**src/execPkg.sv**
```systemverilog
package execPkg;

	typedef logic [31:0] word; // data or address value
	typedef logic [4:0] regAddr;
	typedef logic [2:0] func3Field; // alu variant, branch condition, access width

	// major opcodes kept by this core
	typedef enum logic [6:0] {
		OpLoad   = 7'b0000011,
		OpImm    = 7'b0010011,
		OpAuipc  = 7'b0010111,
		OpStore  = 7'b0100011,
		OpReg    = 7'b0110011,
		OpLui    = 7'b0110111,
		OpBranch = 7'b1100011,
		OpJalr   = 7'b1100111,
		OpJal    = 7'b1101111
	} opcode;

	typedef enum logic [3:0] {
		AluAdd,
		AluSub,
		AluSll,
		AluSrl,
		AluSra,
		AluXor,
		AluOr,
		AluAnd,
		AluSlt,
		AluSltu,
		AluEq,
		AluNe,
		AluGe,
		AluGeu
	} aluOp;

	// what the held instruction does in its second cycle
	typedef enum logic [2:0] {
		WbNone,
		WbRegWrite,
		WbMemReadRegWrite,
		WbMemWrite,
		WbLinkWrite
	} wbKind;

endpackage

```
**src/pcUnit.sv**
```systemverilog
module pcUnit #(
	parameter execPkg::word ResetPc = '0
) (
	input logic clk,
	input logic reset,
	input logic step,
	input logic takeTarget,
	input execPkg::word target,
	output execPkg::word pc
);

	execPkg::word nextPc;

	// taken branch or any jump goes to target
	assign nextPc = takeTarget ? target : pc + 32'd4;

	always_ff @(posedge clk)
	begin
		if (reset)
			pc <= ResetPc;
		else if (step) // holds while no instruction is offered
			pc <= nextPc;
	end

endmodule

```
**config.mk**
```make
export PLATFORM = sky130hd
export DESIGN_NAME = pcUnit
export DESIGN_NICKNAME = d
export VERILOG_FILES = /design/src/execPkg.sv /design/src/pcUnit.sv
export SDC_FILE = /design/constraint.sdc
export NUM_CORES = 1
export LEC_CHECK = 0
export BUFFER_PORTS_ARGS = -buffer_cell sky130_fd_sc_hd__buf_2
export CORE_ASPECT_RATIO = 0.5
export CORE_MARGIN = 2
export CORE_UTILIZATION = 50
export DETAILED_ROUTE_END_ITERATION = 16
export GPL_TIMING_DRIVEN = 0
export PLACE_DENSITY = 0.79
export SLEW_MARGIN = 20
export SYNTH_ARGS = -nofsm -noshare
export SYNTH_HDL_FRONTEND = slang
export SYNTH_SLANG_ARGS = --single-unit
```
**constraint.sdc**
```tcl
create_clock -name clk -period 3.7 [get_ports clk]
set_clock_uncertainty 0.1 [all_clocks]
set_input_delay 0.37 -clock clk [delete_from_list [all_inputs] [get_ports clk]]
set_output_delay 0.37 -clock clk [all_outputs]
set_load 0.05 [all_outputs]
```
Word-level counts from Yosys, hierarchy flattened:

Cells that the tools add are included.
Widths: inputs -> output; s select.

* output and inout port bits: 32
* register bits: 32

* multiplexer cells: 1
* add/subtract/negate cells: 1

Operators with widths (number)
* $add 32x3->32 const B: 1
* $mux 32: 1

Logic depth before layout (Yosys ltp):

* depth in word-level cells: 2
* depth in mapped cells: 7
* gate-level depth less buffers: 6

Worst setup path after synthesis:

OpenSTA, ideal clock, no wires.

* kind: reg2reg
* start point: register pc[2]
* end point: register pc[28]
* path buffers: 0
* data required time: 3.469 ns
* cell stages (with the launch flop): 7
* arrival: 2.065 ns
* clock period less this slack: 2.296 ns
* path slack: 1.404 ns
* setup time: 0.131 ns
* cells stage by stage: dfxtp_1 ha_1 and4_4 nand4_2 nor4_2 mux2i_1 o22ai_1

* longest elaborated chain between the ends: 2

RTL lines
* from (decl): line pcUnit.sv:9 `output execPkg::word pc`
* from (signal assigned): line pcUnit.sv:20 `pc <= ResetPc;`
* from (signal assigned): line pcUnit.sv:22 `pc <= nextPc;`
* $add 32x3->32: line pcUnit.sv:15 `assign nextPc = takeTarget ? target : pc + 32'd4;`
* $mux 32: line pcUnit.sv:15

No other way between the ends.
A chain may end at the register's enable or synchronous reset.

Final worst setup path:

Ends and elaborated chain as after synthesis.

==> parameters.txt <==
Parameter                              Value

Worst setup path
  Reg2reg end ... pc[28]$_SDFFE_PP0P_
  WP data required ... 3.75 ns
  Data arrival time of the critical path ... 2.24 ns
  Crit end category ... flop
  Kind of start point of the critical path ... flop
  Reg-to-Reg Start ... pc[2]$_SDFFE_PP0P_
  Critical path origin ... pc[2]$_SDFFE_PP0P_
  Reg-to-reg slack, setup ... 1.51 ns
  Kind of critical path ... reg2reg
  Critical-path maximum fanout ... 9
  Worst setup path endpoint ... pc[28]$_SDFFE_PP0P_
  Number of cells on the worst reg-to-reg path ... 6

Floorplan
  Core area ... 3940 um^2
  Number of standard-cell rows in the floorplan ... 16
  Full die area ... 4700 um^2
  Chip width ... roughly 95 um
  Die Y ... slightly below 50 um
  Initial Utilization ... 52.4%
  IO Count ... 68

Clocking
  Clock sink count ... 32
  Post-CTS repair timing setup buffer count ... 0
  Number of cells upsized or downsized after cts ... 0
  Number of buffers on the longest clock path ... 2
  Insertion delay to the later sink of the worst-skew pair ... 0.29 ns
  CTS Root Cell ... clkbuf_8
  CTS buffer count ... 5
  Depth of the CTS H-tree ... 2
  Clock edge transition at the registers on the reported setup and hold paths ... 0.07 ns
  Count of hold buffers inserted by post-cts repair ... 0
  CTS tree ... done

Global route
  Most crowded layer after global routing ... met2
  GR Layer Usage met3 ... 7.34%
  Antenna violations before repair ... 0
  Global-route congestion overflow total ... 0
  First-pass GRT wire length ... 10.8 mm
  Tot GR Track Use ... 29.7%
  Pin count of the biggest net entering global routing ... 11
  Vias in the first global route ... around 2200
  Met1 track demand over resource ... 42.1%
  Global-route met2 utilization ... 44.6%

Synth
  Share of flip-flops with an asynchronous set or reset after synthesis ... 0%
  Ranking of synthesized cells by area ... dfxtp_1 (31%), nand2_1 (6.4%), o21ai_0 (5.1%)
  Post-synthesis cell type with the largest combined area ... dfxtp_1
  Portion of the post-synthesis area used by sequential elements ... 31.0%
  Area share of the leading cell type in the synthesized netlist ... 31.0%
  Synth cell types ... 48
  Commonest cells in the netlist ... nand2_1 (35), dfxtp_1 (32), nor2_1 (24), o21ai_0 (21)
  Number of nets produced by synthesis ... 307
  Leading cell type by number of instances after synthesis ... nand2_1
  Post-synthesis instance area ... 2070 um^2
  Dominant synthesized flop cell ... dfxtp_1
  Number of flops mapped to enable cells by yosys ... 0
  Synth Register Bits ... 32
  Count of yosys warnings during synthesis ... 0
  Number of instances in the synthesized netlist ... 270
  Mean instance size in the synthesized netlist ... 7.66 um^2

Route
  Router iterations before antenna repair ... 5
  Antenna Nets Post-Route ... 0
  Via/cell ratio ... 6.35
  Average wire length per cell after detail routing ... about 17 um
  Number of vias in the routed layout ... around 2500
  Routed WL ... 6.89 mm
  Remaining routing DRC violations ... 0
  Initial drt markers ... 232

Placed design
  Worst slack at placement ... 1.56 ns
  Number of cells after detailed placement ... 390
  Port bufs ... 66
  Final Wtd Congestion ... around 0.93
  Final HPWL DP ... 4.90 mm

Power and ir drop
  Peak supply drop ... 0.165 mV
  PwrDens ... 354 nW/um^2
  Leakage component of the power ... 0.00103 uW
  Tot Pwr ... 904 uW

Finish
  Count of non-filler cells in the finished layout ... 398
  Area added between synthesis and finish ... 23.6%
  Largest regs ... pc: 32 flops
  Proportion of layout cells with a drive suffix above 1 ... 25.3%
  Final net count ... 380
  Number of flip-flops in the largest register ... 32
  Largest register by flop count ... pc
  Number of antenna repair diodes ... 0
  Fill cells ... 370

Worst hold path
  Class of the worst hold path ... in2reg

STA
  Summed negative setup slack over all endpoints ... 0 ns
  Min cycle time layout ... between 2 and 2.5 ns
  Share of the clock period used by the worst path ... 59.2%
  Final worst slack ... between 1.5 and 2 ns
  Fin. Hold Viols ... 0
  Setup repair after global routing missed its margin ... false
  Number of setup violations in the final report ... 0
  Number of max-slew violations in the final report ... 0
  Pin slew with the least headroom to its limit ... 0.630 ns
  Final hold slack ... 0.206 ns
  Top achievable clock speed ... 0.456 GHz
  Relative slew slack ... 58.0%

Job
  Number of maximum-capacitance violations ... 0

Run status
  Outcome ... completed
-- placed cells by master, fill, tap and decap left out, types with 6 or more instances in the layout --
cell type	Yosys	routed
buf_2	2	68
nand2_1	35	35
dfxtp_1	32	32
nor2_1	24	24
o21ai_0	21	21
clkbuf_1	15	17
a21oi_1	15	15
a22oi_1	9	9
nand3_1	8	8
mux2i_1	8	8
a211oi_1	8	8
o22ai_1	7	7
and3_1	6	6
nand4_1	6	6
clkbuf_8	0	6
-- metrics by stage --
step           util [%]  area (um^2)
6_report           64.8         2550
5_1_grt            64.8         2550
4_1_cts            64.8         2550
3_5_place_dp       62.5         2460
3_3_place_gp       62.5         2460
2_1_floorplan         -         2070
-- power breakdown --
part / internal (uW) / total (uW) / switching (uW)
registers: 366 / 399 / 32.8
logic: 64.1 / 218 / 154
clock network: 152 / 286 / 135
-- worst max-delay path: stages, from the launching register on --
cell	delay (ns)
dfxtp_1	0.47
ha_1	0.27
and4_4	0.29
nand4_2	0.27
nor4_2	0.35
mux2i_1	0.21
o22ai_1	0.09
-- metal layers --
| metal | share of wire (%) | wire [um] |
|---|---|---|
| met5 | 0 | 0 |
| met4 | 1.3 | 92 |
| met3 | 9.3 | 638 |
| met2 | 44 | 3040 |
| met1 | 45 | 3120 |
-- worst min path at each step --
stage / start / endpoint / slack (ns) / cells after the start
2_1_floorplan: target[0] / pc[0]$_SDFFE_PP0P_ / 0.41 / 2
3_5_place_dp: pc[1]$_SDFFE_PP0P_ / pc[1]$_SDFFE_PP0P_ / 0.35 / 2
4_1_cts: target[27] / pc[27]$_SDFFE_PP0P_ / 0.21 / 3
3_3_place_gp: pc[0]$_SDFFE_PP0P_ / pc[0]$_SDFFE_PP0P_ / 0.34 / 2
5_1_grt: target[27] / pc[27]$_SDFFE_PP0P_ / 0.23 / 3
6_report: target[27] / pc[27]$_SDFFE_PP0P_ / 0.21 / 3
-- area by class of cell --
type	instances	area (um^2)	area share [%]
clock buffers	8	90.1	3.53
well taps	54	67.6	2.64
plain buffers	19	81.3	3.18
flip-flops and latches	32	641	25.1
multi-input cells	213	1320	51.8
repair buffers	66	330	12.9
inverters	6	22.5	0.881
-- cell families (layout without fill, tap and decap cells) --
group | after synthesis | in the layout | share of synthesized area (%)
fa+ha+maj | 1 | 1 | 0.605
buf+inv | 25 | 99 | 5.02
simple gates | 114 | 114 | 30.2
compound gates | 90 | 90 | 29.3
mux | 8 | 8 | 3.87
flops | 32 | 32 | 31.0
Note: power is estimated with default switching activity, not from simulation.
