--- src/execPkg.sv ---
package execPkg;

	typedef logic [31:0] word; // data or address value
	typedef logic [4:0] regAddr;
	typedef logic [2:0] func3Field; // alu variant, branch condition, access width

	// major opcodes kept by this core
	typedef enum logic [6:0] {
		OpLoad   = 7'b0000011,
		OpImm    = 7'b0010011,
		OpAuipc  = 7'b0010111,
		OpStore  = 7'b0100011,
		OpReg    = 7'b0110011,
		OpLui    = 7'b0110111,
		OpBranch = 7'b1100011,
		OpJalr   = 7'b1100111,
		OpJal    = 7'b1101111
	} opcode;

	typedef enum logic [3:0] {
		AluAdd,
		AluSub,
		AluSll,
		AluSrl,
		AluSra,
		AluXor,
		AluOr,
		AluAnd,
		AluSlt,
		AluSltu,
		AluEq,
		AluNe,
		AluGe,
		AluGeu
	} aluOp;

	// what the held instruction does in its second cycle
	typedef enum logic [2:0] {
		WbNone,
		WbRegWrite,
		WbMemReadRegWrite,
		WbMemWrite,
		WbLinkWrite
	} wbKind;

endpackage

--- src/alu.sv ---
module alu (
	input execPkg::aluOp op,
	input execPkg::word x,
	input execPkg::word y,
	output execPkg::word result
);

	logic [4:0] shamt;
	logic signedLess;
	logic unsignedLess;

	assign shamt = y[4:0]; // only the low five bits shift
	assign signedLess = $signed(x) < $signed(y);
	assign unsignedLess = x < y;

	always_comb
	begin
		case (op)
			execPkg::AluAdd:  result = x + y;
			execPkg::AluSub:  result = x - y;
			execPkg::AluSll:  result = x << shamt;
			execPkg::AluSrl:  result = x >> shamt;
			execPkg::AluSra:  result = execPkg::word'($signed(x) >>> shamt);
			execPkg::AluXor:  result = x ^ y;
			execPkg::AluOr:   result = x | y;
			execPkg::AluAnd:  result = x & y;
			// compares give 0 or 1
			execPkg::AluSlt:  result = {31'b0, signedLess};
			execPkg::AluSltu: result = {31'b0, unsignedLess};
			execPkg::AluEq:   result = {31'b0, x == y};
			execPkg::AluNe:   result = {31'b0, x != y};
			execPkg::AluGe:   result = {31'b0, !signedLess};
			execPkg::AluGeu:  result = {31'b0, !unsignedLess};
			default:          result = x + y;
		endcase
	end

endmodule

--- config.mk ---
export PLATFORM = sky130hd
export DESIGN_NAME = alu
export DESIGN_NICKNAME = d
export VERILOG_FILES = /design/src/execPkg.sv /design/src/alu.sv
export SDC_FILE = /design/constraint.sdc
export NUM_CORES = 1
export LEC_CHECK = 0
export BUFFER_PORTS_ARGS = -buffer_cell sky130_fd_sc_hd__buf_4
export CAP_MARGIN = 40
export CELL_PAD_IN_SITES_DETAIL_PLACEMENT = 1
export CELL_PAD_IN_SITES_GLOBAL_PLACEMENT = 1
export CORE_ASPECT_RATIO = 0.75
export CORE_MARGIN = 2
export CORE_UTILIZATION = 31
export DETAILED_ROUTE_END_ITERATION = 6
export MAX_ROUTING_LAYER = met4
export PLACE_DENSITY = 0.67
export SLEW_MARGIN = 20
export SYNTH_ARGS = -nofsm -noshare
export SYNTH_HDL_FRONTEND = slang
export SYNTH_SLANG_ARGS = --single-unit
export TNS_END_PERCENT = 30
--- constraint.sdc ---
create_clock -name vclk -period 5
set_clock_uncertainty 0.1 [all_clocks]
set_input_delay 0.75 -clock vclk [all_inputs]
set_output_delay 0.75 -clock vclk [all_outputs]
set_load 0.05 [all_outputs]
=== Yosys cells after proc, flatten, opt, wreduce, memory -nomap -nowiden ===
Cells that the tools add are included.

* Bits in registers: 0
* Input port bits: 68
* Output and inout port bits: 32
* Logic and storage cells: 28

* Add/sub/neg operators: 2
* Magnitude comparators: 2
* Eq/ne operators: 15
* Shift operators: 3
* Mux-type cells: 1
* Bitwise operators: 3
* Reduce and logical (&&, ||, !) cells: 2

{| class="wikitable"
|+ Operators with widths
! operator !! number
|-
| one-hot mux 32 bit (13 select lines) || 1
|-
| less-than comparator 32 bit || 2
|-
| adder 32 bit || 1
|-
| AND 32 bit || 1
|-
| equality test 32 bit || 1
|-
| != test 32 bit || 1
|-
| bitwise OR 32 bit || 1
|-
| << shifter 32 x 5 -> 32 bit || 1
|-
| right shift 32 x 5 -> 32 bit || 1
|-
| >>> shifter 32 x 5 -> 32 bit || 1
|-
| subtractor 32 bit || 1
|-
| XOR 32 bit || 1
|-
| equality test 4 bit, second input constant || 6
|-
| equality test 4 x 3 -> 1 bit, second input constant || 4
|-
| equality test 4 x 2 -> 1 bit, second input constant || 2
|-
| equality test 4 x 1 -> 1 bit, second input constant || 1
|-
| logical NOT 1 bit || 2
|}

=== Logic depth before layout (Yosys ltp) ===
* Depth in word-level cells: 3
* Gate-level depth with buffers: 14
* Depth with buffers taken out: 11

=== Worst setup path after synthesis ===
No wires, ideal clock.

* Kind: input to output
* From: input y[2]
* To: output result[17]
* Arrival time: 4.719 ns
* Required time: 4.150 ns
* Path slack: -0.569 ns
* Cell stages on the path: 14
* Buffers on the path: 4
* Cells stage by stage: inv_2 -> buf_2 -> buf_2 -> buf_1 -> ha_1 -> clkbuf_1 -> nand2b_1 -> o211ai_1 -> a2111oi_1 -> o31ai_1 -> o31a_1 -> o31a_1 -> and3_1 -> nor3_1

* Word-level cells in the longest chain between the ends: 2
* Elaborated cells on any way between the ends: 6
* Classes of those cells: add/sub (2); shift (3); mux (1)

{| class="wikitable"
|+ Ends and longest elaborated chain
! item !! RTL line !! text
|-
| from (decl) || alu.sv:4 || <nowiki>input execPkg::word y,</nowiki>
|-
| adder 32 bit (tied with other cells) || alu.sv:19, alu.sv:34 ||
|-
| one-hot mux 32 bit (13 select lines) (*) || alu.sv:18 || <nowiki>case (op)</nowiki>
|-
| to (decl) || alu.sv:5 || <nowiki>output execPkg::word result</nowiki>
|}

Every way passes the cells marked *; elsewhere a longest branch is shown, timed or not.

=== Worst setup path in the final report ===
* From: input x[8]
* To: output result[28]

* Word-level cells in the longest chain between the ends: 2
* Elaborated cells on any way between the ends: 6
* Classes of those cells: add/sub (2); shift (3); mux (1)

{| class="wikitable"
|+ Ends and longest elaborated chain
! item !! RTL line !! text
|-
| from (decl) || alu.sv:3 || <nowiki>input execPkg::word x,</nowiki>
|-
| adder 32 bit (tied with other cells) || alu.sv:19, alu.sv:34 ||
|-
| one-hot mux 32 bit (13 select lines) (*) || alu.sv:18 ||
|}

Marks and branches as above.

==> impl_metrics.yaml <==
floorplanning:
  ios: 100
  core-area_um2: 29100
  die_area_um2: 31000
  die_h_um: 153
  initial_core_util_pct: 31.6
  row_count: 54
  fp.dieW_um: 203
sta:
  finalCriticalPeriod_ps: 4870
  setup_viol: 0
  hold_violations: 0
  slew_viol_final: 0
  tightest_slew_ps: 838
  rsz0062_at_grt: "yes"
  hold_ws_ps: 2030
  max_clock_freq_mhz: 205
  maxSlewHeadroom_pct: 44.1
  post-route-period-util_pct: 97.4
worst_hold_path:
  min_from: "op[1]"
  hold_path_class: "primary input to output pin"
  hold_path_depth: 3
yosys:
  synth_top_family_by_area: "compound AO/OA/AOI/OAI gates"
  synth_top_area_share_pct: 13.2
  synth_fa_ha_area_share_pct: 13.6
  synth_most_common_cell: "nand2_1"
  netlist-cell-type-count: 94
  synth_compound_area_share_pct: 34.0
  synthTopCellsByCount: "nand2_1 (118), nor2_1 (116), a21oi_1 (107), ha_1 (97), inv_1 (92)"
  synth_area_um2: 9190
  synthesis.nets: 1453
  synth-simple-area-share_pct: 21.3
  synth_xor_area_share_pct: 1.33
  synth_area_leaders: "ha_1 (13%), mux4_2 (13%), a21oi_1 (5.8%)"
  yosysTopAreaCell: "ha_1"
  yosys_warnings: 0
  avgSynthCellArea_um2: 7.14
  synth_mux_area_share_pct: 20.6
  synthCells: 1286
  synth-seq-area-share_pct: 0
finish:
  area_delta_synth_final_pct: 17.0
  fin_nets: 1544
  fill_cells: 3670
  n_sequential_cell: 0
  seq_area_um2: 0
  n_clock_buffer: 0
  multi_input_area_um2: 8430
  drive_gt1_share_pct: 21.2
status:
  outcome: "finished clean"
setup_path:
  cp_max_fo: 11
  cp_num_buf_inv: 4
  cp.arrival_ps: 4020
  worst_setup_path_end_kind: "output pin"
  path_cells: "buf_4 -> inv_1 -> ha_1 -> inv_1 -> a2111oi_4 -> a21boi_1 -> a21o_1 -> o21ai_1 -> o31ai_1 -> mux2_2 -> o221ai_1 -> buf_4"
  crit_cells: 12
  crit_path_start_kind: "primary input"
  slowest_delay_ps: 420
  critical_path.top_delay_family: "compound AO/OA/AOI/OAI gates"
  crit_required_ps: 4150
  startpoint: "x[8]"
  slowest_stage: "ha_1"
  worstSetupPathType: "primary input to output pin"
cts:
  cts_hold_buf: 0
drt:
  post_drt_wl_per_cell_um: 26.7
  drtPass1Iterations: 5
  drt_iter0_drc: 1324
  num_vias: 11400
  wl_um: 47200
  viasPerCell: 6.44
  ant_nets: 0
  drc: 0
grt:
  grtUsageTotal_pct: 30.2
  grt_pass1_wl_um: 70200
  grt_remaining_overflow: 0
  grt_pass1_vias: 10900
  grt_max_degree: 47
  antenna_found_initial: 3
job:
  maxCapViolations: 0
place:
  dp_hpwl_um: 38700
  finalWeightedCongestion: 1.01
  port_buffers: 100
-- cell type report --
class / count / share of cell area, %
Inverter: 98 / 3.42
Tap cell: 392 / 4.56
Multi-Input combinational cell: 1087 / 78.4
Timing Repair Buffer: 190 / 13.5
Antenna cell: 3 / 0.0698
-- path summary, 6_finish.rpt --
| path | slack [ps] | to |
|---|---|---|
| worst min-delay path | 2030 | result[0] |
| worst max-delay path | 130 | result[28] |
-- per-stage QoR --
step / worst slack, ps / std cells / area, um2 / TNS [ps] / utilization, %
2_1_floorplan: -348 / 1286 / 9220 / -1190 / -
4_1_cts: 127 / 1767 / 10700 / 0 / 36.8
6_report: 131 / 1770 / 10800 / 0 / 36.9
3_5_place_dp: 142 / 1767 / 10700 / 0 / 36.8
5_1_grt: -3.19 / 1770 / 10800 / -5.32 / 36.9
3_3_place_gp: 250 / 1767 / 10700 / 0 / 36.8
-- what timing repair did --
item | in CTS | in global routing
resized for setup | 0 | 4
buffers inserted | 0 | 0
setup endpoints to repair | 0 | 5
-- cell families after synthesis --
group,count (synthesis)
and+or+nand+nor,405
buffers and inverters,199
adders and majority gates,99
muxes,121
AOI/OAI and AO/OA,448
xor gates and xnor gates,14
-- worst min-delay path: cells and delay by family --
kind / cells / cell delay (ps)
buffers and inverters: 2 / 440
AOI/OAI and AO/OA: 1 / 170
-- routing by layer --
| layer | global-route usage [%] | wire length, um |
|---|---|---|
| met5 | - | 0 |
| met4 | 8.20 | 1470 |
| met1 | 45.0 | 22600 |
| met3 | 3.90 | 3750 |
| met2 | 41.9 | 19400 |
-- layout by cell type (no fill, tap or decap), types with 16 or more instances in the layout --
master and instances:
a21oi_1 107, nand2_1 118, nand2b_1 16, nor3_1 44, a211oi_1 22, inv_1 92, mux4_2 52, o211ai_1 19
nor2_1 116, ha_1 97, o21ai_1 20, o21ai_0 61, nor2b_1 16, buf_4 188, mux2i_1 45, nand3_1 20
