File: src/execPkg.sv
package execPkg;

	typedef logic [31:0] word; // data or address value
	typedef logic [4:0] regAddr;
	typedef logic [2:0] func3Field; // alu variant, branch condition, access width

	// major opcodes kept by this core
	typedef enum logic [6:0] {
		OpLoad   = 7'b0000011,
		OpImm    = 7'b0010011,
		OpAuipc  = 7'b0010111,
		OpStore  = 7'b0100011,
		OpReg    = 7'b0110011,
		OpLui    = 7'b0110111,
		OpBranch = 7'b1100011,
		OpJalr   = 7'b1100111,
		OpJal    = 7'b1101111
	} opcode;

	typedef enum logic [3:0] {
		AluAdd,
		AluSub,
		AluSll,
		AluSrl,
		AluSra,
		AluXor,
		AluOr,
		AluAnd,
		AluSlt,
		AluSltu,
		AluEq,
		AluNe,
		AluGe,
		AluGeu
	} aluOp;

	// what the held instruction does in its second cycle
	typedef enum logic [2:0] {
		WbNone,
		WbRegWrite,
		WbMemReadRegWrite,
		WbMemWrite,
		WbLinkWrite
	} wbKind;

endpackage

File: src/execBusIf.sv
interface regPortIf;
	execPkg::regAddr rs1;
	execPkg::regAddr rs2;
	execPkg::word readData1; // combinational read
	execPkg::word readData2;
	logic writeEnable;
	execPkg::regAddr writeAddr;
	execPkg::word writeData; // lands at the rising edge

	modport control (
		output rs1, rs2, writeEnable, writeAddr, writeData,
		input readData1, readData2
	);

	modport rf (
		input rs1, rs2, writeEnable, writeAddr, writeData,
		output readData1, readData2
	);
endinterface


File: src/regFile.sv
module regFile (
	input logic clk,
	input logic reset,
	regPortIf.rf regs
);

	execPkg::word file [1:31]; // x0 has no storage

	always_ff @(posedge clk)
	begin
		if (reset)
		begin
			for (int i = 1; i < 32; i++)
				file[i] <= '0;
		end
		else if (regs.writeEnable && regs.writeAddr != '0)
			file[regs.writeAddr] <= regs.writeData;
	end

	assign regs.readData1 = (regs.rs1 == '0) ? '0 : file[regs.rs1];
	assign regs.readData2 = (regs.rs2 == '0) ? '0 : file[regs.rs2];

endmodule
File: src/flat_wrapper.sv
// flat-port wrapper written by rule: the top's interface ports become plain ports
module regFile_flat 
  (clk, reset, regs_rs1, regs_rs2, regs_writeEnable, regs_writeAddr, regs_writeData, regs_readData1, regs_readData2);
  regPortIf regs_i ();
  input logic clk;
  input logic reset;
  input wire logic [$bits(regs_i.rs1)-1:0] regs_rs1;
  input wire logic [$bits(regs_i.rs2)-1:0] regs_rs2;
  input wire logic [$bits(regs_i.writeEnable)-1:0] regs_writeEnable;
  input wire logic [$bits(regs_i.writeAddr)-1:0] regs_writeAddr;
  input wire logic [$bits(regs_i.writeData)-1:0] regs_writeData;
  output wire logic [$bits(regs_i.readData1)-1:0] regs_readData1;
  output wire logic [$bits(regs_i.readData2)-1:0] regs_readData2;
  assign regs_i.rs1 = regs_rs1;
  assign regs_i.rs2 = regs_rs2;
  assign regs_i.writeEnable = regs_writeEnable;
  assign regs_i.writeAddr = regs_writeAddr;
  assign regs_i.writeData = regs_writeData;
  assign regs_readData1 = regs_i.readData1;
  assign regs_readData2 = regs_i.readData2;
  regFile u_core (.clk(clk), .reset(reset), .regs(regs_i));
endmodule
File: config.mk
export PLATFORM = sky130hd
export DESIGN_NAME = regFile_flat
export DESIGN_NICKNAME = d
export VERILOG_FILES = /design/src/execPkg.sv /design/src/execBusIf.sv /design/src/regFile.sv /design/src/flat_wrapper.sv
export SDC_FILE = /design/constraint.sdc
export NUM_CORES = 2
export LEC_CHECK = 0
export BUFFER_PORTS_ARGS = -buffer_cell sky130_fd_sc_hd__buf_2
export CORE_AREA = 2 2 387 293
export DETAILED_ROUTE_END_ITERATION = 16
export DIE_AREA = 0 0 389 295
export GPL_ROUTABILITY_DRIVEN = 1
export PLACE_DENSITY = 0.65
export SYNTH_ARGS = -nofsm -noshare
export SYNTH_HDL_FRONTEND = slang
export SYNTH_SLANG_ARGS = --single-unit
File: constraint.sdc
create_clock -name clk -period 4.3 [get_ports clk]
set_clock_uncertainty 0.05 [all_clocks]
set_input_delay 0.215 -clock clk [delete_from_list [all_inputs] [get_ports clk]]
set_output_delay 0.215 -clock clk [all_outputs]
set_load 0.1 [all_outputs]
### Yosys cells after proc, flatten, opt, wreduce, memory -nomap -nowiden

Memories as Yosys holds them, arrays and structs flattened.
Index checks and enable logic that the tools add are counted.

| storage, ports and cells | value |
|---|---|
| bits in registers | 0 |
| input port bits | 50 |
| memories kept | 1 |
| output and inout bits | 64 |
| word-level logic and storage cells | 16 |
| memory bits (writable) | 992 |

Memories:

| memory | depth | width | read ports | clocked after Yosys merged registers in | write ports | RTL line | source |
|---|---|---|---|---|---|---|---|
| u_core.file | 31 | 32 | 2 | 0 | 31 | regFile.sv:7 | `execPkg::word file [1:31];` |

| operators by class | value |
|---|---|
| mux-type cells | 10 |
| reduce and logical (&&, ||, !) cells | 5 |

Operators with widths:

| kind | count |
|---|---|
| 32-bit two-way mux | 3 |
| 32-bit OR reduction | 1 |
| 5-bit logical NOT | 2 |
| 1-bit two-way mux | 6 |
| 5-bit two-way mux | 1 |
| 5-bit nonzero test | 1 |
| 1-bit logical AND | 1 |

### Logic depth before layout (Yosys ltp)

| logic depth | value |
|---|---|
| depth in word-level cells | 7 |
| depth in mapped cells | 8 |
| gate-level depth less buffers | 4 |

### Worst setup path after synthesis

Ideal clock, no wire load.

| timing | value |
|---|---|
| kind | input-to-output |
| start | in regs_rs2[1] |
| end | out regs_readData2[28] |
| data required time | 4035 ps |
| arrival | 3730 ps |
| setup slack | 305 ps |
| path buffers | 3 |
| cell stages on the path | 7 |
| cells stage by stage | buf_4 -> buf_6 -> nor2b_1 -> clkbuf_1 -> a221oi_1 -> o21ai_0 -> a311oi_1 |

| between the ends | value |
|---|---|
| word-level cells in the longest chain between the ends | 2 |
| elaborated cells between the ends (all ways) | 3 |
| those cells by class | mux (1); reduce/logical (1); memory (1) |

RTL lines:

| what | RTL line | source |
|---|---|---|
| start, declared | flat_wrapper.sv:8 | `input wire logic [$bits(regs_i.rs2)-1:0] regs_rs2;` |
| memory read 31 x 32 bit or 5-bit logical NOT (tied branches) | -- |  |
| 32-bit two-way mux * | regFile.sv:21 | `assign regs.readData2 = (regs.rs2 == '0) ? '0 : file[regs.rs2];` |
| end, declared | flat_wrapper.sv:13 | `output wire logic [$bits(regs_i.readData2)-1:0] regs_readData2;` |

Every way passes the cells marked *; elsewhere a longest branch is shown, timed or not.

### Worst setup path after layout

| timing | value |
|---|---|
| start | in regs_rs2[2] |
| end | out regs_readData2[3] |

Same word-level chain as after synthesis.

==> flow_summary.yaml <==
run_status:
  status: "complete, but fails checks"
  violations: "max-capacitance violations"
clocking:
  tritoncts.num_buffers: 99
  h-tree-depth: 3
  holdBufCountCts: 16
  cts_tree: "done"
  cts.sinks: 1024
  clk_path_buf_depth: 3
  root_buffer: "clkbuf_16"
  post_cts_resized: 0
  post_cts_buffers: 0
  path_clk_slew_ns: 0.06
drt:
  drcViolationCount: 0
  ant_nets: 0
  wl_mm: 176
  wl_per_cell_um: 33.1
  avgViaCountPerCell: 6.64
  firstDrtPassIters: 6
  drt_iter0_markers: 4405
  vias: 35400
pwr:
  swShare_pct: 26.6
  p_comb_share_pct: 15.4
  p_switching_uw: 6590
  powerDensity_nw_per_um2: 401
  intPower_uw: 18200
  power_frac_seq_pct: 47.8
  power_frac_clock_pct: 36.8
  peakVddDrop_uv: 324
  leakagePower_uw: 0.0218
timing:
  setup_violations: 0
  fin_crit_ns: 3.55
  fin_crit_sh_pct: 82.5
  worstMarginPinSlew_ns: 1.48
  hold_violations: 0
  rsz0062_at_grt: "no"
  drv_slew: 0
  fmax_mhz: 282
  hold-worst-slack_ns: 0.0231
  slew_headroom_pct: 0.786
  setup_tns_ns: 0
finish:
  syn_to_final_growth_pct: 12.2
  nets: 3855
  drive_above_1_share_pct: 22.3
  reg.largest.list: "u_core.file x1024"
  top_register: "u_core.file"
  largest_reg_flops: 1024
  antenna_cells: 0
placement:
  numPortBuffers: 113
  gp_congestion: 0.923
  dpl.hpwl_mm: 109
synth:
  synth_warnings: 0
  ys_async_sr_fraction_pct: 0
  synth.area.top_cells: "edfxtp_1 (56%), mux4_2 (12%), and2_1 (11%)"
  avgSynthCellArea_um2: 14.5
  ys_seq_area_share_pct: 55.9
  synth_edf_count: 1024
  ys_seq_elements: 1024
  yosysTopAreaCell: "edfxtp_1"
  synth_flop_cell: "edfxtp_1"
  netlist_area_um2: 55000
  synth_top_cell_area_share_pct: 55.9
  ys_types: 41
  synthCells: 3792
floorplanning:
  num_io_pins: 114
  start_util_pct: 49.6
  die-area_um2: 115000
  die_x_um: 389
  die_h_um: 295
  rows: 106
  coreArea_um2: 111000
setup_path:
  path_max_fanout: 66
  crit_type: "in -> out"
  crit_start: "regs_rs2[2]"
  cp-endpoint: "regs_readData2[3]"
  worstSetupEndpointType: "primary output"
  setup.worst_path.start_class: "input pin"
  worst_ep_arrival_time_ns: 3.28
  required_ns: 4.03
min_path:
  min_path_type: "in -> reg"
global_route:
  grt_busiest_layer: "met2"
  track_usage_pct: 30.7
  grt_pass1_wl_mm: 252
  grt_pass1_vias: 34800
  grt_use_met2_pct: 45.0
  antenna_found_initial: 1
  met1_usage_pct: 44.4
  grt_use_met3_pct: 7.25
  grt-ovfl-total: 0
  grt_max_degree: 67
job:
  drv_cap: 1
## cell usage in the layout (no fill, tap or decap), types with 64 or more instances in the layout
| cell type | synthesis | routed |
|---|---|---|
| mux4_2 | 304 | 304 |
| a22oi_1 | 64 | 64 |
| nand2_1 | 101 | 101 |
| edfxtp_1 | 1024 | 1024 |
| mux2i_1 | 320 | 320 |
| o221ai_1 | 64 | 64 |
| and2_1 | 994 | 993 |
| buf_12 | 0 | 78 |
| a211oi_1 | 64 | 64 |
| mux2_2 | 64 | 64 |
| buf_4 | 51 | 138 |
| clkbuf_16 | 0 | 103 |
## logic make-up after synthesis
family / Yosys count / synth area share, %
AOI/OAI and AO/OA: 367 / 5.16
muxes: 736 / 21.9
other: 1 / 0.00682
and+or+nand+nor: 1251 / 13.6
buffers and inverters: 413 / 3.45
DFF: 1024 / 55.9
## cell usage after synthesis (34+ instances only)
master and instances:
o221ai_1 64, buf_4 51, o21ai_0 47, nor2b_1 37, mux2i_1 320, mux2_2 64
a22oi_1 64, a211oi_1 64, nand2_1 101, buf_2 51, clkbuf_1 295, mux4_1 48
mux4_2 304, a221oi_1 34, edfxtp_1 1024, and2_1 994, nor2_1 37
## cell type report
type,count,area (µm²)
Sequential cell,1024,30700
Clock inverter,56,626
Tap cell,1458,1820
Inverter,2,8.76
Multi-Input combinational cell,2386,22800
Timing Repair Buffer,292,3110
Fill cell,8692,49100
Clock buffer,120,2640
## metal layers
| metal | part of all wire (%) | vias up |
|---|---|---|
| li1 | - | 14600 |
| met1 | 41 | 18200 |
| met2 | 44 | 2254 |
| met3 | 11 | 383 |
| met4 | 4.4 | 2 |
| met5 | 0.0062 | - |
## stage by stage
step / setup slack, ns / cells / utilization [%] / cell area, µm² / power [µW]
final: 0.754 / 5338 / 55.7 / 61700 / 24800
after global routing: 0.654 / 5338 / 55.7 / 61700 / 25300
after CTS: 0.885 / 5338 / 55.7 / 61700 / 24800
after detailed placement: 0.893 / 5146 / 52.6 / 58300 / 15800
after global placement: 0.835 / 5146 / 52.6 / 58300 / 15700
after floorplan: 0.305 / 3823 / - / 55100 / 14300
## worst min path at each step
| stage | cells after the start | from | slack (ns) | to |
|---|---|---|---|---|
| after floorplan | 0 | regs_writeData[0] | 0.26 | u_core.file[0][0]$_DFFE_PP_ |
| after global placement | 1 | regs_writeData[10] | 0.68 | u_core.file[0][10]$_DFFE_PP_ |
| after detailed placement | 1 | regs_writeData[10] | 0.69 | u_core.file[0][10]$_DFFE_PP_ |
| after CTS | 1 | regs_writeData[19] | 0.001 | u_core.file[0][19]$_DFFE_PP_ |
| after global routing | 1 | regs_writeData[14] | 0.03 | u_core.file[0][14]$_DFFE_PP_ |
| final | 1 | regs_writeData[17] | 0.02 | u_core.file[0][17]$_DFFE_PP_ |
## power groups by stage
stage	sequential [µW]	combinational, µW	clock, µW
2_1_floorplan	11900	2400	0
3_3_place_gp	12000	3740	0
3_5_place_dp	12000	3750	0
4_1_cts	11800	3780	9170
5_1_grt	11900	3920	9540
6_report	11800	3810	9110
## critical path, stage by stage
cell and delay [ns]:
buf_8 0.46, buf_4 0.49, mux4_2 0.28, o2111ai_1 0.25
a311oi_1 1.05, buf_4 0.27, buf_12 0.17
Note: power is estimated with default switching activity, not from simulation.
