## config.mk

```make
export PLATFORM = sky130hd
export DESIGN_NAME = execControl_flat
export DESIGN_NICKNAME = d
export VERILOG_FILES = /design/src/execPkg.sv /design/src/execBusIf.sv /design/src/execControl.sv /design/src/flat_wrapper.sv
export SDC_FILE = /design/constraint.sdc
export NUM_CORES = 1
export LEC_CHECK = 0
export ABC_AREA = 1
export BUFFER_PORTS_ARGS = -buffer_cell sky130_fd_sc_hd__buf_2
export CORE_MARGIN = 4
export CORE_UTILIZATION = 26
export DETAILED_ROUTE_END_ITERATION = 10
export REMOVE_ABC_BUFFERS = 1
export SLEW_MARGIN = 20
export SYNTH_ARGS = -nofsm -noshare
export SYNTH_HDL_FRONTEND = slang
export SYNTH_SLANG_ARGS = --single-unit
```

## constraint.sdc

```tcl
create_clock -name clk -period 3.3 [get_ports clk]
set_input_delay 0.33 -clock clk [delete_from_list [all_inputs] [get_ports clk]]
set_output_delay 0.33 -clock clk [all_outputs]
set_load 0.01 [all_outputs]
```

## src/execPkg.sv

```systemverilog
package execPkg;

	typedef logic [31:0] word; // data or address value
	typedef logic [4:0] regAddr;
	typedef logic [2:0] func3Field; // alu variant, branch condition, access width

	// major opcodes kept by this core
	typedef enum logic [6:0] {
		OpLoad   = 7'b0000011,
		OpImm    = 7'b0010011,
		OpAuipc  = 7'b0010111,
		OpStore  = 7'b0100011,
		OpReg    = 7'b0110011,
		OpLui    = 7'b0110111,
		OpBranch = 7'b1100011,
		OpJalr   = 7'b1100111,
		OpJal    = 7'b1101111
	} opcode;

	typedef enum logic [3:0] {
		AluAdd,
		AluSub,
		AluSll,
		AluSrl,
		AluSra,
		AluXor,
		AluOr,
		AluAnd,
		AluSlt,
		AluSltu,
		AluEq,
		AluNe,
		AluGe,
		AluGeu
	} aluOp;

	// what the held instruction does in its second cycle
	typedef enum logic [2:0] {
		WbNone,
		WbRegWrite,
		WbMemReadRegWrite,
		WbMemWrite,
		WbLinkWrite
	} wbKind;

endpackage

```

## src/execBusIf.sv

```systemverilog
interface regPortIf;
	execPkg::regAddr rs1;
	execPkg::regAddr rs2;
	execPkg::word readData1; // combinational read
	execPkg::word readData2;
	logic writeEnable;
	execPkg::regAddr writeAddr;
	execPkg::word writeData; // lands at the rising edge

	modport control (
		output rs1, rs2, writeEnable, writeAddr, writeData,
		input readData1, readData2
	);

	modport rf (
		input rs1, rs2, writeEnable, writeAddr, writeData,
		output readData1, readData2
	);
endinterface

interface memPortIf;
	execPkg::word addr; // byte address
	execPkg::func3Field func3; // access width and signedness
	logic writeEnable;
	execPkg::word writeData;
	logic readEnable;
	execPkg::word readData; // already shifted and extended

	modport control (
		output addr, func3, writeEnable, writeData, readEnable,
		input readData
	);

	modport memory (
		input addr, func3, writeEnable, writeData, readEnable,
		output readData
	);
endinterface

```

## src/execControl.sv

```systemverilog
module execControl (
	input logic clk,
	input logic reset,
	input execPkg::word instr,
	input logic instrValid,
	input execPkg::word pc,
	regPortIf.control regs,
	memPortIf.control mem,
	output execPkg::aluOp aluOp,
	output execPkg::word aluX,
	output execPkg::word aluY,
	input execPkg::word aluResult,
	output logic step,
	output logic takeTarget,
	output execPkg::word target,
	output logic regWriteEnable,
	output execPkg::regAddr regWriteAddr,
	output execPkg::word regWriteData
);

	execPkg::opcode op;
	execPkg::regAddr rdField;
	execPkg::func3Field func3;
	logic altFunc; // func7 bit 5, sub and sra
	execPkg::word immI, immS, immB, immU, immJ;
	execPkg::word imm, src1, src2, linkPc;
	execPkg::wbKind kind;
	logic isJump;

	// stage register
	execPkg::wbKind stageKind;
	execPkg::regAddr stageRd;
	execPkg::word stageResult;
	execPkg::word stageStoreData;
	execPkg::func3Field stageFunc3;

	function automatic execPkg::aluOp arithOp(input execPkg::func3Field f3, input logic alt);
		case (f3)
			3'd0: return alt ? execPkg::AluSub : execPkg::AluAdd;
			3'd1: return execPkg::AluSll;
			3'd2: return execPkg::AluSlt;
			3'd3: return execPkg::AluSltu;
			3'd4: return execPkg::AluXor;
			3'd5: return alt ? execPkg::AluSra : execPkg::AluSrl;
			3'd6: return execPkg::AluOr;
			default: return execPkg::AluAnd;
		endcase
	endfunction

	function automatic execPkg::aluOp branchOp(input execPkg::func3Field f3);
		case (f3)
			3'd1: return execPkg::AluNe;
			3'd4: return execPkg::AluSlt;
			3'd5: return execPkg::AluGe;
			3'd6: return execPkg::AluSltu;
			3'd7: return execPkg::AluGeu;
			default: return execPkg::AluEq;
		endcase
	endfunction

	assign op = execPkg::opcode'(instr[6:0]);
	assign rdField = instr[11:7];
	assign func3 = instr[14:12];
	assign altFunc = instr[30];
	assign immI = {{20{instr[31]}}, instr[31:20]};
	assign immS = {{20{instr[31]}}, instr[31:25], instr[11:7]};
	assign immB = {{19{instr[31]}}, instr[31], instr[7], instr[30:25], instr[11:8], 1'b0};
	assign immU = {instr[31:12], 12'b0};
	assign immJ = {{11{instr[31]}}, instr[31], instr[19:12], instr[20], instr[30:21], 1'b0};

	assign regs.rs1 = instr[19:15];
	assign regs.rs2 = instr[24:20];
	// newest value comes from the held instruction
	assign src1 = (regWriteEnable && regWriteAddr == regs.rs1) ? regWriteData : regs.readData1;
	assign src2 = (regWriteEnable && regWriteAddr == regs.rs2) ? regWriteData : regs.readData2;
	assign linkPc = pc + 32'd4;

	always_comb
	begin
		aluOp = execPkg::AluAdd;
		aluX = src1;
		aluY = immI;
		imm = immI;
		kind = execPkg::WbNone;
		isJump = 1'b0;
		case (op)
			execPkg::OpReg:
			begin
				aluOp = arithOp(func3, altFunc);
				aluY = src2;
				kind = execPkg::WbRegWrite;
			end
			execPkg::OpImm:
			begin
				aluOp = arithOp(func3, altFunc && func3 == 3'd5); // no subi
				kind = execPkg::WbRegWrite;
			end
			execPkg::OpLoad: kind = execPkg::WbMemReadRegWrite;
			execPkg::OpStore:
			begin
				aluY = immS;
				kind = execPkg::WbMemWrite;
			end
			execPkg::OpBranch:
			begin
				aluOp = branchOp(func3);
				aluY = src2;
				imm = immB;
			end
			execPkg::OpJal:
			begin
				imm = immJ;
				isJump = 1'b1;
				kind = execPkg::WbLinkWrite;
			end
			execPkg::OpJalr:
			begin
				isJump = 1'b1; // target from src1 + immI
				kind = execPkg::WbLinkWrite;
			end
			execPkg::OpLui:
			begin
				aluX = '0;
				aluY = immU;
				kind = execPkg::WbRegWrite;
			end
			execPkg::OpAuipc:
			begin
				aluX = pc;
				aluY = immU;
				kind = execPkg::WbRegWrite;
			end
			default: kind = execPkg::WbNone;
		endcase
		// rd 0 writes are dropped here, store bits 11:7 are imm
		if (!instrValid || (rdField == '0 && kind != execPkg::WbMemWrite))
			kind = execPkg::WbNone;
	end

	assign step = instrValid;
	assign takeTarget = isJump || (op == execPkg::OpBranch && aluResult[0]);
	assign target = (op == execPkg::OpJalr) ? {aluResult[31:1], 1'b0} : pc + imm;

	always_ff @(posedge clk)
	begin
		if (reset)
			stageKind <= execPkg::WbNone;
		else
			stageKind <= kind;
	end

	always_ff @(posedge clk)
	begin
		stageRd <= rdField;
		stageResult <= (kind == execPkg::WbLinkWrite) ? linkPc : aluResult;
		stageStoreData <= src2;
		stageFunc3 <= func3;
	end

	assign mem.addr = stageResult;
	assign mem.func3 = stageFunc3;
	assign mem.writeEnable = stageKind == execPkg::WbMemWrite;
	assign mem.writeData = stageStoreData;
	assign mem.readEnable = stageKind == execPkg::WbMemReadRegWrite;

	assign regWriteEnable = stageKind inside {execPkg::WbRegWrite, execPkg::WbMemReadRegWrite,
		execPkg::WbLinkWrite};
	assign regWriteAddr = stageRd;
	assign regWriteData = mem.readEnable ? mem.readData : stageResult;
	assign regs.writeEnable = regWriteEnable;
	assign regs.writeAddr = regWriteAddr;
	assign regs.writeData = regWriteData;

	noWriteToX0: assert property (
		@(posedge clk) disable iff (reset)
		!(regWriteEnable && regWriteAddr == '0)
	);

endmodule

```

## src/flat_wrapper.sv

```systemverilog
// flat-port wrapper written by rule: the top's interface ports become plain ports
module execControl_flat 
  (clk, reset, instr, instrValid, pc, aluOp, aluX, aluY, aluResult, step, takeTarget, target, regWriteEnable, regWriteAddr, regWriteData, regs_rs1, regs_rs2, regs_writeEnable, regs_writeAddr, regs_writeData, regs_readData1, regs_readData2, mem_addr, mem_func3, mem_writeEnable, mem_writeData, mem_readEnable, mem_readData);
  regPortIf regs_i ();
  memPortIf mem_i ();
  input logic clk;
  input logic reset;
  input execPkg::word instr;
  input logic instrValid;
  input execPkg::word pc;
  output execPkg::aluOp aluOp;
  output execPkg::word aluX;
  output execPkg::word aluY;
  input execPkg::word aluResult;
  output logic step;
  output logic takeTarget;
  output execPkg::word target;
  output logic regWriteEnable;
  output execPkg::regAddr regWriteAddr;
  output execPkg::word regWriteData;
  output wire logic [$bits(regs_i.rs1)-1:0] regs_rs1;
  output wire logic [$bits(regs_i.rs2)-1:0] regs_rs2;
  output wire logic [$bits(regs_i.writeEnable)-1:0] regs_writeEnable;
  output wire logic [$bits(regs_i.writeAddr)-1:0] regs_writeAddr;
  output wire logic [$bits(regs_i.writeData)-1:0] regs_writeData;
  input wire logic [$bits(regs_i.readData1)-1:0] regs_readData1;
  input wire logic [$bits(regs_i.readData2)-1:0] regs_readData2;
  output wire logic [$bits(mem_i.addr)-1:0] mem_addr;
  output wire logic [$bits(mem_i.func3)-1:0] mem_func3;
  output wire logic [$bits(mem_i.writeEnable)-1:0] mem_writeEnable;
  output wire logic [$bits(mem_i.writeData)-1:0] mem_writeData;
  output wire logic [$bits(mem_i.readEnable)-1:0] mem_readEnable;
  input wire logic [$bits(mem_i.readData)-1:0] mem_readData;
  assign regs_rs1 = regs_i.rs1;
  assign regs_rs2 = regs_i.rs2;
  assign regs_writeEnable = regs_i.writeEnable;
  assign regs_writeAddr = regs_i.writeAddr;
  assign regs_writeData = regs_i.writeData;
  assign regs_i.readData1 = regs_readData1;
  assign regs_i.readData2 = regs_readData2;
  assign mem_addr = mem_i.addr;
  assign mem_func3 = mem_i.func3;
  assign mem_writeEnable = mem_i.writeEnable;
  assign mem_writeData = mem_i.writeData;
  assign mem_readEnable = mem_i.readEnable;
  assign mem_i.readData = mem_readData;
  execControl u_core (.clk(clk), .reset(reset), .instr(instr), .instrValid(instrValid), .pc(pc), .regs(regs_i), .mem(mem_i), .aluOp(aluOp), .aluX(aluX), .aluY(aluY), .aluResult(aluResult), .step(step), .takeTarget(takeTarget), .target(target), .regWriteEnable(regWriteEnable), .regWriteAddr(regWriteAddr), .regWriteData(regWriteData));
endmodule
```

---- Yosys cells after proc, flatten, opt, wreduce, memory -nomap -nowiden ----
Cells that the tools add are included.
W data, S select, Z words.
storage, ports and cells
  flip-flop bits (word level) ............. 75
  input bits .............................. 195
cells by class
  add/subtract/negate cells ............... 2
  mux-type cells .......................... 19
  eq/ne operators ......................... 24
  reduce and logical (&&, ||, !) cells .... 15
operators with widths
  operator                 number
  $mux W32                 5
  $pmux W32 S3             1
  $pmux W32 S2             1
  $pmux W4 S7              2
  $pmux W20 S2             1
  $add A32 B3 Y32 const B  1
  $add A32 B32 Y32         1
  $eq A7 B6 Y1 const B     3
  $eq A7 B7 Y1 const B     3
  $eq A3 B3 Y1 const B     6
  $pmux W3 S5              1
  $eq A7 B5 Y1 const B     2
  $eq A3 B2 Y1 const B     4
  $pmux W3 S4              1
  $pmux W4 S3              1
  $eq A5 B5 Y1             2
  $mux W3                  3
  $eq A7 B2 Y1 const B     1
  $eq A3 B1 Y1 const B     2
  $reduce_or A2 Y1         3
  $logic_and A1 B1 Y1      5
  $logic_not A5 Y1         1
  $reduce_or A4 Y1         1
  $logic_not A3 Y1         1
  other kinds (5)          8

---- Logic depth before layout (Yosys ltp) ----
Gate-level depths: netlist of run 1.
  depth after elaboration ................. 9
  gate-level depth with buffers ........... 22
  mapped depth without buffers ............ 22

---- Least setup slack after synthesis of run 1 ----
Ideal clock, no wire load.
  kind .................................... in2out
  start ................................... input port instr[4]
  end ..................................... output port target[28]
  buffers on the path ..................... 0
  data arrival time ....................... 2466 ps
  cell stages on the path ................. 18
  slack ................................... 504 ps
  cells stage by stage .................... inv_1 -> nand3_1 -> nor2_2 -> clkinv_2 -> nand2_1 -> o21ai_1 -> o21ai_0 -> inv_1 -> ha_1 -> nand2_1 -> nor2_1 -> inv_1 -> nor2_1 -> and2_1 -> nand2_1 -> nand3_1 -> nand3_1 -> nand2_1
on the way
  longest elaborated chain between the ends .. 4
  elaborated cells between the ends (all ways) .. 6
ends and longest elaborated chain
  what                RTL line            RTL
  start: declaration  flat_wrapper.sv:8   input execPkg::word instr;
  $eq A7 B7 Y1        execControl.sv:86   case (op)
  $pmux W20 S2        execControl.sv:86
  $add A32 B32 Y32    execControl.sv:142  assign target = (op == execPkg::OpJalr) ? {aluResult[31:1], 1'b0} : pc + imm;
  $mux W32 *          execControl.sv:142
  end: declaration    flat_wrapper.sv:17  output execPkg::word target;
Mark *: on every way between the ends. The rest lies on a longest branch, timed or not.

---- Worst setup path after layout of run 1 ----
  start ................................... input port instr[1]
  end ..................................... output port target[13]
Same word-level chain as after synthesis.

==> impl_metrics.py, run 1 <==
metrics = {
    "floorplanning": {
        "io_pins": 452,
        "die_w_um": 189,
        "die-area_mm2": 0.0359,
        "die_y_um": 189,
        "rows": 66,
        "initial_core_util_pct": 26.3,
        "core_area_mm2": 0.0325,
    },
    "run_status": {
        "status": "finished clean",
    },
    "sta": {
        "slew_headroom_pct": 46.0,
        "clock_skew_ns": 0.00745,
        "fmax_mhz": 315,
        "fin_ws_ns": 0.126,
        "setup_viol": 0,
        "period_needed_ns": 3.17,
        "fin_hold_ws_ns": 0.129,
        "fin_crit_sh_pct": 96.2,
        "finalMaxSlewViolations": 0,
        "tightest_slew_ns": 0.809,
        "hold_viol_final": 0,
    },
    "yosys": {
        "synth_seq_area_share_pct": 17.5,
        "synth_common_cells": "nand2_1, inv_1, o21ai_0",
        "ys_ff_latch": 75,
        "synth_cell_types": 40,
        "synthTopCellsByArea": "nand2_1, dfxtp_1, inv_1",
        "postSynthAreaPerCell_um2": 5.48,
        "synth_top_cell_area_share_pct": 24.3,
        "synth_flop_cell": "dfxtp_1",
        "synthArstFlopShare_pct": 0,
        "synth_most_common_cell": "nand2_1",
        "synth_enable_flop_cells": 0,
        "synth.cell_area_mm2": 0.00856,
        "ys_warn_count": 0,
        "synth_top_cell_by_area": "nand2_1",
        "syn_inst": 1562,
    },
    "grt": {
        "grt_pass1_wl_um": 71700,
        "grt_antenna_before_repair": 12,
        "first_global_vias": 11400,
        "grtUsageTotal_pct": 26.5,
        "gr-total-overflow": 0,
        "grt_max_degree": 65,
    },
    "worst_setup_path": {
        "worstSetupEndpointType": "output port",
        "start_kind": "primary input",
        "cp_max_fo": 12,
        "required_ns": 2.97,
        "path_class": "in -> out",
        "worstPathArrival_ns": 2.84,
    },
    "placed_design": {
        "dpl.cell_count": 2438,
        "io_buffers": 451,
        "dpl_worst_slack_ns": -0.244,
        "gp_congestion": 0.967,
        "hpwl_um": 43000,
        "placed_area_mm2": 0.0114,
    },
    "finish": {
        "fillers": 3755,
        "area_growth_pct": 43.1,
        "multiInputGateArea_mm2": 0.00598,
        "stdcell_count": 2462,
        "fin_nets": 2238,
        "final_area_mm2": 0.0123,
        "seqCellArea_mm2": 0.00150,
        "drive_gt1_share_pct": 33.2,
    },
    "hold_path": {
        "min_path_type": "in -> reg",
    },
    "cts": {
        "clockBufferDepth": 2,
        "clk_pin_slew_ns": 0.07,
        "clock-sinks": 75,
        "cts_buffers": 9,
        "cts_hold_buf": 0,
        "clk_latency_ns": 0.35,
        "cts_tree": "done",
        "cts-root-buf": "clkbuf_16",
        "h-tree-depth": 3,
    },
    "pwr": {
        "power.leakage_nw": 6.88,
        "power_density_mw_per_mm2": 303,
        "max-vdd-ir-drop_v": 0.000181,
    },
    "drt": {
        "initialDrtViolationCount": 930,
        "firstDrtPassIters": 8,
        "remaining_drc_errors": 0,
        "wl_per_cell_um": 20.6,
        "vias": 11800,
        "routed_wirelength_um": 50600,
        "antenna_left": 0,
        "via_per_inst": 4.81,
    },
    "job": {
        "maxCapViolations": 0,
    },
}
stage by stage:
stage / utilization (%) / setup TNS, ns / total power, mW
after floorplan: - / -0.0455 / 1.71
final: 37.7 / 0 / 3.71
after detailed placement: 35.1 / -3.07 / 2.48
after global placement: 35.1 / -2.09 / 2.48
after CTS: 36.4 / -0.00462 / 3.63
after global routing: 37.6 / -0.0349 / 3.90
cell usage in the layout (no fill, tap or decap), types with 9 or more instances in the layout:
cell       synthesis  layout
ha_1              33      23
inv_1            249     241
a21oi_2            0      12
clkbuf_16          0       9
nor2_2             2      11
nor2_1            81      63
dfxtp_1           75      75
o21ai_0          123     114
nand3_1          102      92
buf_2             11     450
nor3_1            23      21
o21a_1            16      16
o21ai_1           27      32
o211ai_1          17      17
inv_2              5      11
nand2_2            0      28
xnor2_1           18      17
buf_4             50      80
nand2_1          554     522
nand4_1           13      13
nand3b_1          10      10
xor2_1            31      31
ha_4               0       9
or2_2              9       9
a21oi_1           55      43
nor2_4             0       9
layer usage:
layer / vias to the layer above / wire length, µm / global-route usage [%]
met2: 536 / 23800 / 44.8
met1: 5456 / 21100 / 33.8
met4: 10 / 1880 / 9.82
met5: - / 49 / 0
met3: 104 / 3800 / 4.70
li1: 5740 / - / -
sequential cells by signal, indices dropped and copies added (netlist names):
signal and cells:
u_core.mem.addr 32, u_core.mem.func3 3, u_core.mem.writeData 32, u_core.regWriteAddr 5, u_core.stageKind 3
cells by family (layout without fill, tap and decap cells):
family,Yosys count,count (layout),synth area share (%)
buffers and inverters,353,805,17.9
flip-flops,75,75,17.5
other,0,6,0
AO/OA/AOI/OAI,244,244,15.4
XOR/XNOR,49,49,5.01
adder cells (fa/ha/maj),34,34,5.06
AND/OR/NAND/NOR,807,807,39.1
power breakdown:
part / internal [mW] / switching (mW) / leakage, nW
registers: 0.954 / 0.0306 / 0.632
logic: 0.618 / 0.967 / 6.09
clock network: 0.686 / 0.451 / 0.163
total: 2.26 / 1.45 / 6.88
worst paths after layout:
| kind | start | endpoint | cells after the start | slack, ns |
|---|---|---|---|---|
| min reg2reg | u_core.mem.addr[13] | u_core.mem.writeData[13] | 3 | 0.67 |
| max reg2reg | u_core.stageKind[1] | u_core.mem.writeData[11] | 10 | 1.24 |
| min | instr[11] | u_core.regWriteAddr[4] | 1 | 0.13 |
| max | instr[1] | target[13] | 19 | 0.13 |
final cells by class:
class | instances | area share [%]
clock inverters | 6 | 0.715
inverters | 255 | 7.87
diodes | 6 | 0.123
clock buffers | 10 | 1.95
multi-input cells | 1134 | 48.8
well taps | 442 | 4.51
repair buffers | 534 | 23.7
flip-flops and latches | 75 | 12.3
timing repair:
item                                   4_1_cts  5_1_grt
endpoints found under the hold margin        0        0
gates resized for setup                     27      102
setup endpoints to repair                   25       24
setup buffers                                1        1
gates cloned                                 0        0
pin swaps                                    3       21
worst max-delay path: stages:
cell,delay [ns]
buf_2,0.09
nand2_2,0.07
inv_1,0.07
nand3_1,0.11
nor2_4,0.15
buf_6,0.17
nand2_1,0.08
o21ai_2,0.10
buf_4,0.15
ha_1,0.27
or2_2,0.30
nand3_1,0.08
nand2_1,0.10
nand2_1,0.10
nand2_2,0.09
or2_2,0.29
nand3_2,0.08
nand2_1,0.06
buf_2,0.14
Note: power is estimated with default switching activity, not from simulation.
==> inputs of run 2 (changes only) <==
--- a/config.mk
+++ b/config.mk
@@ -7,7 +7,7 @@
 export LEC_CHECK = 0
 export ABC_AREA = 1
 export BUFFER_PORTS_ARGS = -buffer_cell sky130_fd_sc_hd__buf_2
-export CORE_MARGIN = 4
+export CORE_MARGIN = 2
 export CORE_UTILIZATION = 26
 export DETAILED_ROUTE_END_ITERATION = 10
 export REMOVE_ABC_BUFFERS = 1
==> impl_metrics.py, run 2 (synthesized netlist as in run 1, its figures left out) <==
metrics = {
    "run_status": {
        "status": "finished clean",
    },
    "drt": {
        "via_per_inst": 4.83,
        "wl_per_cell_um": 20.6,
        "remaining_drc_errors": 0,
        "initialDrtViolationCount": 891,
        "antenna_left": 0,
        "vias": 11900,
        "firstDrtPassIters": 6,
        "routed_wirelength_um": 50800,
    },
    "sta": {
        "fin_crit_sh_pct": 98.3,
        "clock_skew_ns": 0.00708,
        "slew_headroom_pct": 37.7,
        "fin_hold_ws_ns": 0.144,
        "finalMaxSlewViolations": 0,
        "rsz0062_at_grt": "true",
        "tightest_slew_ns": 0.934,
        "fin_ws_ns": 0.0576,
        "setup_viol": 0,
        "fmax_mhz": 308,
        "period_needed_ns": 3.24,
        "hold_viol_final": 0,
    },
    "job": {
        "maxCapViolations": 0,
    },
    "finish": {
        "layout_commonest_cell": "nand2_1",
        "area_growth_pct": 44.1,
        "final_area_mm2": 0.0123,
        "drive_gt1_share_pct": 34.3,
        "final_core_util_pct": 38.0,
        "fin_nets": 2241,
        "final_cell_mix": "nand2_1, buf_2, inv_1, o21ai_0, nand3_1",
    },
    "floorplanning": {
        "io_pins": 452,
        "die_w_um": 185,
        "rows": 66,
        "die_y_um": 185,
        "core_area_mm2": 0.0325,
        "initial_core_util_pct": 26.4,
        "die-area_mm2": 0.0344,
    },
    "cts": {
        "cts-root-buf": "clkbuf_16",
        "clk_pin_slew_ns": 0.06,
        "clk_latency_ns": 0.35,
        "clockBufferDepth": 2,
        "cts_tree": "done",
        "clock-sinks": 75,
        "cts_buffers": 9,
        "h-tree-depth": 3,
    },
    "grt": {
        "grtUsageTotal_pct": 28.1,
        "grt_pass1_wl_um": 70400,
        "grt_antenna_before_repair": 5,
        "first_global_vias": 11100,
        "gr-total-overflow": 0,
        "grt_max_degree": 45,
    },
    "worst_setup_path": {
        "path_class": "in -> out",
        "worstSetupEndpointType": "output port",
        "start_kind": "primary input",
        "required_ns": 2.97,
        "worstPathArrival_ns": 2.91,
        "cp_slowest_cell": "ha_4",
        "crit_chain": "buf_2, inv_2, nand3_4, buf_4, inv_1, nand4_1, nand2_4, o21ai_4, o21ai_2, inv_1, ha_4, nand2_2, nor2_4, inv_1, nor2_2, buf_4, nand3_1, nand3_1, nand2_1, nand3_1, nand2_1, buf_2",
        "cp_max_fo": 8,
        "critPathMaxStageDelay_ns": 0.30,
    },
    "pwr": {
        "power.leakage_nw": 6.90,
        "power_density_mw_per_mm2": 284,
        "power.total_mw": 3.51,
        "max-vdd-ir-drop_v": 0.000242,
    },
    "placed_design": {
        "dpl_worst_slack_ns": -0.399,
        "gp_congestion": 1.01,
        "io_buffers": 451,
        "hpwl_um": 43100,
        "placed_area_mm2": 0.0114,
    },
    "hold_path": {
        "min_path_type": "in -> reg",
    },
}
[run 2: final cells by class]
class	count	area, µm²
clock buffer	11	233
antenna	4	10.0
tap	442	553
inverter	255	965
timing repair buffer	537	2950
clock inverter	3	17.5
sequential	75	1500
fill	3705	20100
multi-input combinational	1134	6110
[run 2: path summary, 6_finish.rpt]
check / from / end / slack [ns] / cells after the start
min reg2reg: u_core.mem.addr[12] / u_core.mem.writeData[12] / 0.65 / 3
max: instr[4] / target[20] / 0.06 / 22
min: instr[13] / u_core.mem.func3[1] / 0.14 / 1
max reg2reg: u_core.stageKind[0] / u_core.mem.writeData[10] / 1.02 / 8
[run 2: routing by layer]
| metal | GRT usage (%) | vias up | part of all wire (%) |
|---|---|---|---|
| met5 | 0 | - | 0.026 |
| met4 | 11.2 | 2 | 3.8 |
| met3 | 4.05 | 90 | 6.8 |
| met2 | 47.4 | 526 | 47 |
| met1 | 35.9 | 5527 | 43 |
| li1 | - | 5744 | - |
[run 2: repair_timing]
action                                  4_1_cts  5_1_grt
resized for setup                            59      104
hold buffers                                  0        0
setup buffers                                 1        3
endpoints found under the setup margin       24       34
gates cloned                                  0        0
hold endpoints to repair                      0        0
pin swaps                                     6       24
[run 2: report_power, final]
group / switching (mW) / internal [mW] / total (mW)
registers: 0.0307 / 0.955 / 0.986
logic: 0.984 / 0.635 / 1.62
clock network: 0.403 / 0.499 / 0.902
total: 1.42 / 2.09 / 3.51
[run 2: worst max-delay path: cells and delay by family]
family	cells	cell delay, ns
buf+inv	8	0.80
compound gates	2	0.35
fa+ha+maj	1	0.30
simple gates	11	1.14
[run 2: per-stage QoR]
| stage | setup TNS, ns | cells |
|---|---|---|
| 2_1_floorplan | -0.0455 | 1464 |
| 3_3_place_gp | -4.86 | 2439 |
| 3_5_place_dp | -3.71 | 2439 |
| 4_1_cts | -0.0119 | 2454 |
| 5_1_grt | -0.957 | 2458 |
| 6_report | 0 | 2461 |
